File: src/hw/spmm_config.svh
`ifndef SPMM_CONFIG_SVH
`define SPMM_CONFIG_SVH

// matrix size, also the nonzero count of one tile
// must be a power of two and a multiple of four
`define SPMM_N 8

// log2 of SPMM_N, kept in step by hand
`define SPMM_LG_N 3

// element width, all arithmetic wraps here
`define SPMM_W 8

// rows carried by one stream beat
`define SPMM_BEAT_ROWS 4

`endif
File: src/hw/spmm_pkg.sv
`include "spmm_config.svh"

package spmm_pkg;

    typedef logic [`SPMM_W-1:0] elem_t;
    typedef elem_t [`SPMM_N-1:0] row_t;
    // index r is row r
    typedef row_t [`SPMM_N-1:0] mat_t;
    typedef row_t [`SPMM_BEAT_ROWS-1:0] beat_t;

    // row end pointer, 0 to N
    typedef logic [`SPMM_LG_N:0] ptr_t;
    typedef logic [`SPMM_LG_N-1:0] col_idx_t;

    typedef struct packed {
        ptr_t [`SPMM_N-1:0] ptr;
        col_idx_t [`SPMM_N-1:0] col;
        elem_t [`SPMM_N-1:0] data;
    } lhs_tile_t;

    // decoded segment layout of one tile
    typedef struct packed {
        logic [`SPMM_N-1:0] seg_last;
        col_idx_t [`SPMM_N-1:0] row_last;
        logic [`SPMM_N-1:0] row_empty;
    } seg_ctrl_t;

    typedef enum logic {RHS_IDLE, RHS_LOAD} rhs_state_e;
    typedef enum logic {TILE_IDLE, TILE_RUN} tile_state_e;
    typedef enum logic {OUT_IDLE, OUT_SEND} out_state_e;

endpackage

File: src/hw/out_stream.sv
`include "spmm_config.svh"

module out_stream (
    input  logic                clock,
    input  logic                reset,
    input  logic                capture,
    input  spmm_pkg::mat_t      col_results,
    output logic                out_valid,
    input  logic                out_ready,
    output spmm_pkg::beat_t     out_beat,
    output logic                out_busy
);
    localparam int BEATS = `SPMM_N / `SPMM_BEAT_ROWS;
    localparam int CNT_W = (BEATS > 1) ? $clog2(BEATS) : 1;

    spmm_pkg::out_state_e state;
    logic [CNT_W-1:0] beat_cnt;
    // row major result C
    spmm_pkg::mat_t c_mat;
    logic accept;

    assign out_busy = (state == spmm_pkg::OUT_SEND);
    assign out_valid = (state == spmm_pkg::OUT_SEND);
    assign accept = out_valid && out_ready;

    always_ff @(posedge clock or posedge reset) begin
        if (reset) begin
            state <= spmm_pkg::OUT_IDLE;
            beat_cnt <= '0;
        end else begin
            case (state)
                spmm_pkg::OUT_IDLE: begin
                    if (capture) begin
                        state <= spmm_pkg::OUT_SEND;
                        beat_cnt <= '0;
                    end
                end
                spmm_pkg::OUT_SEND: begin
                    if (accept) begin
                        if (beat_cnt == CNT_W'(BEATS - 1)) begin
                            state <= spmm_pkg::OUT_IDLE;
                            beat_cnt <= '0;
                        end else begin
                            beat_cnt <= beat_cnt + 1'b1;
                        end
                    end
                end
                default: state <= spmm_pkg::OUT_IDLE;
            endcase
        end
    end

    // transpose column results into rows
    always_ff @(posedge clock) begin
        if (capture) begin
            for (int r = 0; r < `SPMM_N; r++) begin
                for (int c = 0; c < `SPMM_N; c++) begin
                    c_mat[r][c] <= col_results[c][r];
                end
            end
        end
    end

    // beat held by the counter until accepted
    always_comb begin
        for (int k = 0; k < `SPMM_BEAT_ROWS; k++) begin
            out_beat[k] = c_mat[int'(beat_cnt) * `SPMM_BEAT_ROWS + k];
        end
    end

endmodule

File: config.mk
export PLATFORM = sky130hd
export DESIGN_NAME = out_stream
export DESIGN_NICKNAME = d
export VERILOG_FILES = /design/src/hw/spmm_pkg.sv /design/src/hw/out_stream.sv
export VERILOG_INCLUDE_DIRS = /design/src /design/src/hw
export SDC_FILE = /design/constraint.sdc
export NUM_CORES = 1
export LEC_CHECK = 0
export ABC_AREA = 1
export BUFFER_PORTS_ARGS = -buffer_cell sky130_fd_sc_hd__buf_4
export CORE_AREA = 2 2 300 302
export CTS_CLUSTER_SIZE = 24
export DETAILED_ROUTE_END_ITERATION = 16
export DIE_AREA = 0 0 302 304
export SETUP_SLACK_MARGIN = 0.2
export SYNTH_ARGS = -nofsm -noshare
export SYNTH_HDL_FRONTEND = slang
export SYNTH_SLANG_ARGS = --single-unit
File: constraint.sdc
create_clock -name clock -period 2.2 [get_ports clock]
set_input_delay 0.44 -clock clock [delete_from_list [all_inputs] [get_ports clock]]
set_output_delay 0.44 -clock clock [all_outputs]
set_load 0.01 [all_outputs]
==> metrics.yaml, run 1 <==
run_status: "complete, but fails checks"
failed_checks: "setup timing"
drt_wl_total_um: 84300
p_leak_nw: 15.7
post_synth_instance_area_sq_mm: 0.0188
place.detailed.instances: 3296
synth.ff_latch_count: 514
vias: 16253
fp-row-count: 110
globalRoute.totalOverflow: 0
synthTopCellsByArea: "edfxtp_1 82%, nand2_1 15%, buf_6 1.4%"
grt_setup_unrepaired: "true"
instances_no_fill: 3971
final_nets: 3265
clock_path_buffers: 3
seq_area_frac_synth: 0.820
critPathKind: "reg -> out"
worst_path_largest_cell_delay_ns: 0.50
power-per-cell-area_mw_per_mm2: 1100
vias_per_cell: 4.09
path_buf_inv: 5
postLayoutSetupSlackWorst_ns: -0.237
routabilityCongestion: 0.868
post-route-min-period_ns: 2.44
peakVddDrop_mv: 0.817
first_pass_grt_wire_length_um: 106000
clock_skew_ns: 0.000317
clk_root_buffer_cell: "clkbuf_16"
die_height_um: 304
htree_num_levels: 2
critical-path-top-delay-family: "buffers and inverters"
fill_cell_instance_count_of_the_final_layout: 7845
numCtsBuffers: 56
setup-violations-final: 256
initial_core_util: 0.211
antenna_found_initial: 2
layout-drive-gt1-share: 0.453
drt_iter0_markers: 1091
cp.arrival_ns: 2.00
place_hpwl_um: 48800
synth_top_cell_by_area: "edfxtp_1"
buffer_ports.inserted: 773
slowest_cell_on_the_critical_path: "dfrtp_4"
core_sq_mm: 0.0890
cts_sinks: 514
synth-warning-count: 0
grt_max_degree: 56
crit_required_ns: 1.76
synth.distinct_cells: 12
critPathLaunchType: "flip-flop"
detail-route-antenna-nets: 0
timing_max_transition_violations_final: 0
tritoncts_clock_tree: "done"
synth_area_per_cell_sq_um: 13.9
tightest_slew_ns: 0.538
num_ports: 774
fp.dieArea_sq_mm: 0.0918
slew_headroom: 0.641
drc: 0
maxCapViolations: 0
syn_inst: 1351
placedInstanceArea_sq_mm: 0.0262
clk_pin_slew_worst_paths_ns: 0.06
hold_viol: 0
yosys.area.top_type_share: 0.817
global_route.usage.total: 0.158
clock_network_latency_to_the_later_pin_of_the_worst_skew_pair_ns: 0.63
drt-wirelength-per-cell_um: 21.2
critical_path.max_fanout: 7
syn2layout_area_growth_pct: 94.2
detailedRoute.firstPassIterationCount: 5
crit_path_cell_trace: "buf_12 -> clkinv_16 -> clkbuf_16 -> clkbuf_16 -> nand2_2 -> nand2_2 -> buf_6"
chipWidth_um: 302
postSynthNetCount: 1867
maxClockFrequency_ghz: 0.410
vias_in_the_first_global_route: 16741
min_period_over_period: 1.11
fin_area_sq_mm: 0.0365
timing.hold.worst.class: "in -> reg"
worst_setup_path_end_kind: "primary output"
[area by class of cell]
cell class	count	area [sq um]	area share
sequential	514	15400	0.422
timing repair buffer	1396	13500	0.369
multi-input combinational	775	4190	0.115
clock buffer	72	1480	0.0405
tap	1176	1470	0.0403
clock inverter	30	385	0.0105
timing repair inverter	2	46.3	0.00127
inverter	4	41.3	0.00113
antenna	2	5.00	0.000137
[final timing paths]
| path | start | to | slack [ns] | cells after the start |
|---|---|---|---|---|
| worst max-delay path | beat_cnt | out_beat[58] | -0.24 | 7 |
| worst min-delay path | col_results[354] | c_mat[298] | 0.05 | 1 |
| worst max register to register | beat_cnt | beat_cnt | 0.88 | 7 |
| worst min register to register | out_busy | out_busy | 0.68 | 2 |
| max in group asynchronous | reset | beat_cnt | 1.83 | 3 |
| min in group asynchronous | reset | beat_cnt | 0.24 | 3 |
[metal layers]
metal  share of wire  wire [um]  track usage  vias to the layer above
li1                -          -            -                     7389
met2            0.52      43600        0.292                      806
met5               0          0            0                        -
met1            0.37      30800        0.168                     7893
met4           0.045       3760       0.0664                        0
met3           0.072       6080       0.0425                      165
[metrics by stage]
stage	hold WS [ns]	total power [W]	setup WS [ns]	setup TNS [ns]	util
6_report	0.0498	0.0402	-0.237	-42.94	0.410
5_1_grt	0.00233	0.0418	-0.333	-66.07	0.410
4_1_cts	0.000880	0.0362	-0.332	-67.17	0.384
3_5_place_dp	0.307	0.0233	0.135	0	0.295
3_3_place_gp	0.313	0.0233	0.153	0	0.295
2_1_floorplan	0.181	0.0168	0.798	0	-
[sequential cells by signal, indices dropped and copies added, names as in the netlist]
name,count
beat_cnt,1
c_mat,512
out_busy,1
[cell usage after synthesis]
master,instances
nand2_1,771
edfxtp_1,512
buf_2,27
buf_6,23
buf_4,7
inv_1,3
dfrtp_1,2
nor2_1,2
buf_8,1
inv_4,1
nand3_1,1
o21ai_0,1
[worst reg2reg max path, stage by stage, from the launching register on]
cell and delay, ns:
dfrtp_4 0.44, buf_12 0.17, clkinv_8 0.13, buf_4 0.17, buf_8 0.14, nand2_1 0.07
nand2_1 0.04, nor2_1 0.09
[cells by family after synthesis]
group,Yosys count,share of synthesized area
compound gates,1,0.000266
buf+inv,62,0.0255
flops,514,0.820
simple gates,774,0.154
[cell usage in the layout, fill, tap and decap left out]
cell / count
dlygate4sd3_1: 512
clkbuf_16: 76
nand2_2: 194
inv_1: 3
dfrtp_4: 1
buf_8: 9
clkinv_8: 4
nand2_1: 471
dfrtp_1: 1
nand3_1: 1
clkinvlp_4: 4
diode_2: 2
clkbuf_1: 14
clkbuf_8: 2
bufinv_16: 8
edfxtp_1: 512
clkinv_2: 4
nor2_1: 2
nand2_4: 106
inv_6: 1
buf_6: 151
clkinv_16: 2
buf_12: 26
clkinv_1: 10
buf_4: 657
buf_16: 21
o21ai_0: 1
[report_power, final]
group / switching (W) / leakage, nW / internal (W) / total (W)
registers: 0.000379 / 5.03 / 0.0117 / 0.0121
clock network: 0.00403 / 0.891 / 0.00569 / 0.00972
logic: 0.00960 / 9.82 / 0.00884 / 0.0184
[repair_timing]
item / CTS / global route
cloned: 15 / 28
gates resized for setup: 126 / 506
endpoints found under the hold margin: 513 / 0
buffers inserted: 12 / 4
hold buffers: 512 / 0
pin swaps: 8 / 66
endpoints found under the setup margin: 256 / 256
Note: power is estimated with default switching activity, not from simulation.
==> run 2: changes to the inputs <==
--- a/config.mk
+++ b/config.mk
@@ -12,6 +12,7 @@
 export CTS_CLUSTER_SIZE = 24
 export DETAILED_ROUTE_END_ITERATION = 16
 export DIE_AREA = 0 0 302 304
+export RECOVER_POWER = 100
 export SETUP_SLACK_MARGIN = 0.2
 export SYNTH_ARGS = -nofsm -noshare
 export SYNTH_HDL_FRONTEND = slang
==> metrics.yaml, run 2 (synthesis results as in run 1) <==
clk_root_buffer_cell: "clkbuf_16"
grt_max_degree: 56  # unchanged
drt_wl_total_um: 83800  # -0.61%
initial_core_util: 0.211  # unchanged
instances_no_fill: 3972  # +0.025%
grt_setup_unrepaired: "true"
critical-path-top-delay-family: "buffers and inverters"
critical_path.max_fanout: 7  # unchanged
globalRoute.totalOverflow: 0  # unchanged
vias: 16273  # +0.12%
crit_path_cell_trace: "buf_12 -> clkinv_16 -> clkbuf_16 -> clkbuf_16 -> nand2_2 -> nand2_2 -> buf_6"
critPathKind: "reg -> out"
clk_pin_slew_worst_paths_ns: 0.06  # about the same
hold_viol: 0  # unchanged
place.detailed.instances: 3296  # unchanged
place_worst_setup_slack_ns: 0.135  # unchanged
run_status: "complete, but fails checks"
worst_path_largest_cell_delay_ns: 0.50  # about the same
clock_skew_ns: 0.000702  # +0.000384 ns
power-per-cell-area_mw_per_mm2: 1100  # +0.12%
timing.hold.worst.class: "in -> reg"
antenna_found_initial: 3  # +1
place_hpwl_um: 48800  # unchanged
drt_iter0_markers: 996  # -8.7%
layout-drive-gt1-share: 0.446  # -0.00680
failed_checks: "capacitance limit, slew limit, setup timing"
maxClockFrequency_ghz: 0.411  # +0.17%
htree_num_levels: 2  # unchanged
syn2layout_area_growth_pct: 93.3
critPathLaunchType: "flip-flop"
cts_sinks: 514  # unchanged
slowest_cell_on_the_critical_path: "dfrtp_4"
core_sq_mm: 0.0890  # unchanged
cp.arrival_ns: 1.99  # about the same
detailedRoute.firstPassIterationCount: 5  # unchanged
chipWidth_um: 302  # unchanged
fill_cell_instance_count_of_the_final_layout: 7892  # +0.60%
reg_with_most_ffs: "c_mat"
fp.dieArea_sq_mm: 0.0918  # unchanged
timing_max_transition_violations_final: 27  # +27
first_pass_grt_wire_length_um: 106000  # unchanged
routabilityCongestion: 0.868  # unchanged
tritoncts_clock_tree: "done"
crit_required_ns: 1.76  # about the same
post-route-min-period_ns: 2.43  # -0.00413 ns
postLayoutSetupSlackWorst_ns: -0.233  # +0.00413 ns
global_route.usage.total: 0.158  # unchanged
vias_per_cell: 4.10  # about the same
buffer_ports.inserted: 773  # unchanged
final_util: 0.408  # -0.00205
worst_setup_path_end_kind: "primary output"
setup-violations-final: 256  # unchanged
num_ports: 774  # unchanged
drt-wirelength-per-cell_um: 21.1  # -0.63%
slew_headroom: -0.0911  # -0.732
clock_path_buffers: 3  # unchanged
max_reg_flops: 512  # unchanged
numCtsBuffers: 56  # unchanged
maxCapViolations: 1  # +1
final_cell_mix: "512 x edfxtp_1, 512 x dlygate4sd3_1, 502 x clkbuf_4"
drc: 0  # unchanged
vias_in_the_first_global_route: 16741  # unchanged
min_period_over_period: 1.11  # -0.00188
die_height_um: 304  # unchanged
final_nets: 3265  # unchanged
p_leak_nw: 15.5  # -1.3%
fp-row-count: 110  # unchanged
peakVddDrop_mv: 0.811  # -0.73%
tightest_slew_ns: 1.63  # +1.10 ns
clock_network_latency_to_the_later_pin_of_the_worst_skew_pair_ns: 0.63  # about the same
detail-route-antenna-nets: 0  # unchanged
path_buf_inv: 5  # unchanged
[run 2: cell count changes in the layout (fill, tap and decap cells not counted), moves of 4 or more]
| cell | before | now |
|---|---|---|
| buf_4 | 657 | 123 |
| clkbuf_4 | 0 | 502 |
| clkbuf_1 | 14 | 32 |
| clkbuf_2 | 0 | 17 |
| buf_12 | 26 | 19 |
| buf_6 | 151 | 155 |
[run 2: per-layer routing]
layer	vias to the layer above	GRT usage	routed length, um	share of wire
met5	-	0	20	0.00024
met3	166	0.0425	6040	0.072
met1	7894	0.168	30500	0.36
met2	811	0.292	43400	0.52
met4	2	0.0664	3800	0.045
li1	7400	-	-	-
[run 2: worst reg2reg max path, delay by kind of cell, from the launching register on]
kind                   cells  cell delay, ns
and+or+nand+nor            3            0.20
buffers and inverters      4            0.61
DFF                        1            0.44
[run 2: repair_timing]
item,4_1_cts,5_1_grt
setup endpoints to repair,256,256
cloned,15,28
resized for setup,126,506
pin swaps,8,66
hold endpoints to repair,513,0
hold buffers,512,0
buffers inserted,12,4
[run 2: final cells by class]
cell class | instances | area [sq um] | area share
timing repair buffer | 1396 | 13300 | 0.366
antenna | 3 | 7.51 | 0.000206
inverter | 4 | 41.3 | 0.00114
timing repair inverter | 2 | 46.3 | 0.00127
tap | 1176 | 1470 | 0.0405
sequential | 514 | 15400 | 0.424
clock inverter | 30 | 385 | 0.0106
multi-input combinational | 775 | 4190 | 0.115
clock buffer | 72 | 1480 | 0.0407
[run 2: report_power, final]
group          switching [W]  internal [W]  leakage [nW]
registers           0.000377        0.0117          5.03
clock network        0.00400       0.00569         0.891
logic                0.00957       0.00874          9.62
total                 0.0139        0.0261          15.5
[run 2: path summary, 6_finish.rpt]
path / start / end / slack, ns / cells past startpoint
setup / recovery: beat_cnt / out_beat[58] / -0.23 / 7
hold / removal: out_ready / beat_cnt / 0.12 / 4
setup reg to reg: beat_cnt / beat_cnt / 0.88 / 7
hold reg to reg: out_busy / out_busy / 0.68 / 2
max in group asynchronous: reset / beat_cnt / 1.84 / 3
min in group asynchronous: reset / beat_cnt / 0.24 / 3
[run 2: per-stage QoR]
step | setup TNS [ns] | hold WS [ns] | area, sq um | power (W)
floorplan | 0 | 0.181 | 18800 | 0.0168
global placement | 0 | 0.313 | 26200 | 0.0233
detailed placement | 0 | 0.307 | 26200 | 0.0233
CTS | -67.17 | 0.000880 | 34200 | 0.0362
global route | -72.02 | 0.121 | 36400 | 0.0417
finish | -42.65 | 0.122 | 36400 | 0.0401
==> run 3: changes to the inputs <==
--- a/config.mk
+++ b/config.mk
@@ -13,7 +13,9 @@
 export DETAILED_ROUTE_END_ITERATION = 16
 export DIE_AREA = 0 0 302 304
 export RECOVER_POWER = 100
+export REMOVE_ABC_BUFFERS = 1
 export SETUP_SLACK_MARGIN = 0.2
+export SLEW_MARGIN = 0
 export SYNTH_ARGS = -nofsm -noshare
 export SYNTH_HDL_FRONTEND = slang
 export SYNTH_SLANG_ARGS = --single-unit
==> metrics.yaml, run 3 (synthesis results as in run 1) <==
run_status: "complete, but fails checks"
failed_checks: "capacitance limit, slew limit, setup timing"
buffer_ports.inserted: 773  # unchanged
setup-violations-final: 406  # +59%
timing.hold.worst.class: "in -> reg"
rrSetupSlack_ns: 0.48  # -0.40 ns
postLayoutSetupSlackWorst_ns: -0.260  # -0.0275 ns
crit_required_ns: 1.76  # about the same
worst_path_largest_cell_delay_ns: 0.55  # +0.05 ns
grt_setup_unrepaired: "true"
vias: 16210  # -0.39%
antenna_found_initial: 2  # -1
fp.dieArea_sq_mm: 0.0918  # unchanged
tritoncts_clock_tree: "done"
vias_per_cell: 4.08  # -0.36%
routabilityCongestion: 0.888  # +2.4%
htree_num_levels: 2  # unchanged
critPathLaunchType: "flip-flop"
critPathKind: "reg -> out"
power.internal_w: 0.0256  # -2.1%
core_sq_mm: 0.0890  # unchanged
chipWidth_um: 302  # unchanged
numCtsBuffers: 56  # unchanged
r2r.worst_path.cells: 6  # -1
clock_network_latency_to_the_later_pin_of_the_worst_skew_pair_ns: 0.62  # about the same
num_ports: 774  # unchanged
placedInstanceArea_sq_mm: 0.0263  # +0.29%
worst_hold_path.num_cells: 1  # -3
sw_frac_of_total: 0.334  # -0.0136
layout_commonest_cell: "nand2_1"
critical-path-top-delay-family: "buffers and inverters"
cp.arrival_ns: 2.02  # +0.03 ns
power-per-cell-area_mw_per_mm2: 1070  # -3.2%
power_frac_clock: 0.236  # -0.006
pwr-share-comb: 0.449  # -0.008
crit_reg_reg_startpoint: "beat_cnt"
clk_root_buffer_cell: "clkbuf_16"
syn2layout_area_growth_pct: 91.3
first_pass_grt_wire_length_um: 102000  # -4.0%
hold_viol: 0  # unchanged
max_reg_flops: 512  # unchanged
min_period_over_period: 1.12  # +0.0125
slew_headroom: -0.162  # -0.0710
clk_pin_slew_worst_paths_ns: 0.07  # about the same
p_leak_nw: 15.4  # -0.72%
slowest_cell_on_the_critical_path: "dfrtp_4"
clock_skew_ns: 0.0210  # +0.0203 ns
cts_sinks: 514  # unchanged
fp-row-count: 110  # unchanged
detail-route-antenna-nets: 0  # unchanged
critical_path.max_fanout: 8  # +1
critical_path.most_common_cell: "nand2_1"
worstHoldEndpoint: "c_mat[280]"
timing_max_transition_violations_final: 25  # -7.4%
global_route.usage.total: 0.148  # -0.0102
maxClockFrequency_ghz: 0.406  # -1.1%
place_hpwl_um: 44400  # -9.0%
hold_ws_ns: 0.122  # -0.000177 ns
multi_input_area_sq_mm: 0.00393  # -6.3%
power.share.sequential: 0.314  # +0.013
clock_path_buffers: 3  # unchanged
pnr_total_power_w: 0.0384  # -4.1%
final_cell_mix: "524 x nand2_1, 512 x edfxtp_1, 504 x dlygate4sd3_1"
fill_cell_instance_count_of_the_final_layout: 7853  # -0.49%
die_height_um: 304  # unchanged
path_buf_inv: 5  # unchanged
worst_setup_path_end_kind: "primary output"
final_nets: 3262  # -0.092%
worstReg2RegEnd: "beat_cnt"
drc: 0  # unchanged
seqCellArea_sq_mm: 0.0154  # unchanged
power.switching_w: 0.0128  # -7.9%
globalRoute.totalOverflow: 0  # unchanged
vias_in_the_first_global_route: 16876  # +0.81%
hp-start: "col_results[224]"
post-route-min-period_ns: 2.46  # +0.0275 ns
fin_area_sq_mm: 0.0360  # -1.0%
drt-wirelength-per-cell_um: 19.1  # -9.6%
maxCapViolations: 1  # unchanged
initial_core_util: 0.211  # unchanged
drt_iter0_markers: 1032  # +3.6%
drt_wl_total_um: 75700  # -9.6%
detailedRoute.firstPassIterationCount: 5  # unchanged
peakVddDrop_mv: 0.759  # -6.4%
reg_with_most_ffs: "c_mat"
layout-drive-gt1-share: 0.428  # -0.0188
grt_max_degree: 80  # +43%
crit_path_cell_trace: "inv_12 -> buf_16 -> buf_12 -> clkbuf_16 -> nand2_1 -> nand2_1 -> buf_4"
tightest_slew_ns: 1.74  # +0.106 ns
[run 3: how the worst max path moves through the flow]
stage | slack [ns] | from | end | depth (start not counted)
CTS | -0.30 | beat_cnt | out_beat[132] | 7
detailed placement | 0.27 | beat_cnt | out_beat[143] | 5
global route | -0.34 | beat_cnt | out_beat[6] | 7
global placement | 0.28 | beat_cnt | out_beat[143] | 5
floorplan | -5.09 | beat_cnt | out_beat[0] | 3
finish | -0.26 | beat_cnt | out_beat[181] | 7
[run 3: repair_timing]
item	CTS	global route
cloned	18	24
endpoints found under the setup margin	256	256
buffers inserted	19	3
gates resized for setup	229	282
hold endpoints to repair	505	0
hold buffers	504	0
pin swaps	22	33
[run 3: metal layers]
metal  GRT usage  up-vias  share of wire
met4      0.0678        0          0.049
met1       0.168     7781           0.36
met2       0.266      812           0.52
met3      0.0306      210          0.070
met5           0        -              0
li1            -     7407              -
[run 3: through the flow]
step | std cells | setup TNS, ns | util | setup slack, ns
2_1_floorplan | 1293 | -1309.31 | - | -5.09
3_3_place_gp | 3296 | 0 | 0.295 | 0.285
3_5_place_dp | 3296 | 0 | 0.295 | 0.267
4_1_cts | 3941 | -58.79 | 0.389 | -0.299
5_1_grt | 3970 | -103.00 | 0.404 | -0.337
6_report | 3971 | -47.76 | 0.404 | -0.260
[run 3: power by group through the flow]
stage          Combinational, W  Sequential, W  Clock, W
5_1_grt                  0.0182         0.0121   0.00964
4_1_cts                  0.0146         0.0120   0.00926
6_report                 0.0173         0.0121   0.00907
3_3_place_gp             0.0105         0.0122         0
2_1_floorplan           0.00250         0.0123         0
3_5_place_dp             0.0105         0.0122         0
[run 3: worst reg2reg max path, stage by stage, from the launching register on]
cell and delay (ns):
dfrtp_4 0.55, buf_12 0.19, clkbuf_16 0.19, buf_8 0.15, nand3_1 0.09, nand2_1 0.06
nor2_1 0.34
[run 3: final cells by class]
type	instances	share of cell area
sequential	514	0.429
timing repair buffer	1395	0.372
multi-input combinational	775	0.109
tap	1176	0.0409
clock buffer	64	0.0404
clock inverter	40	0.00799
inverter	4	0.000765
antenna	3	0.000209
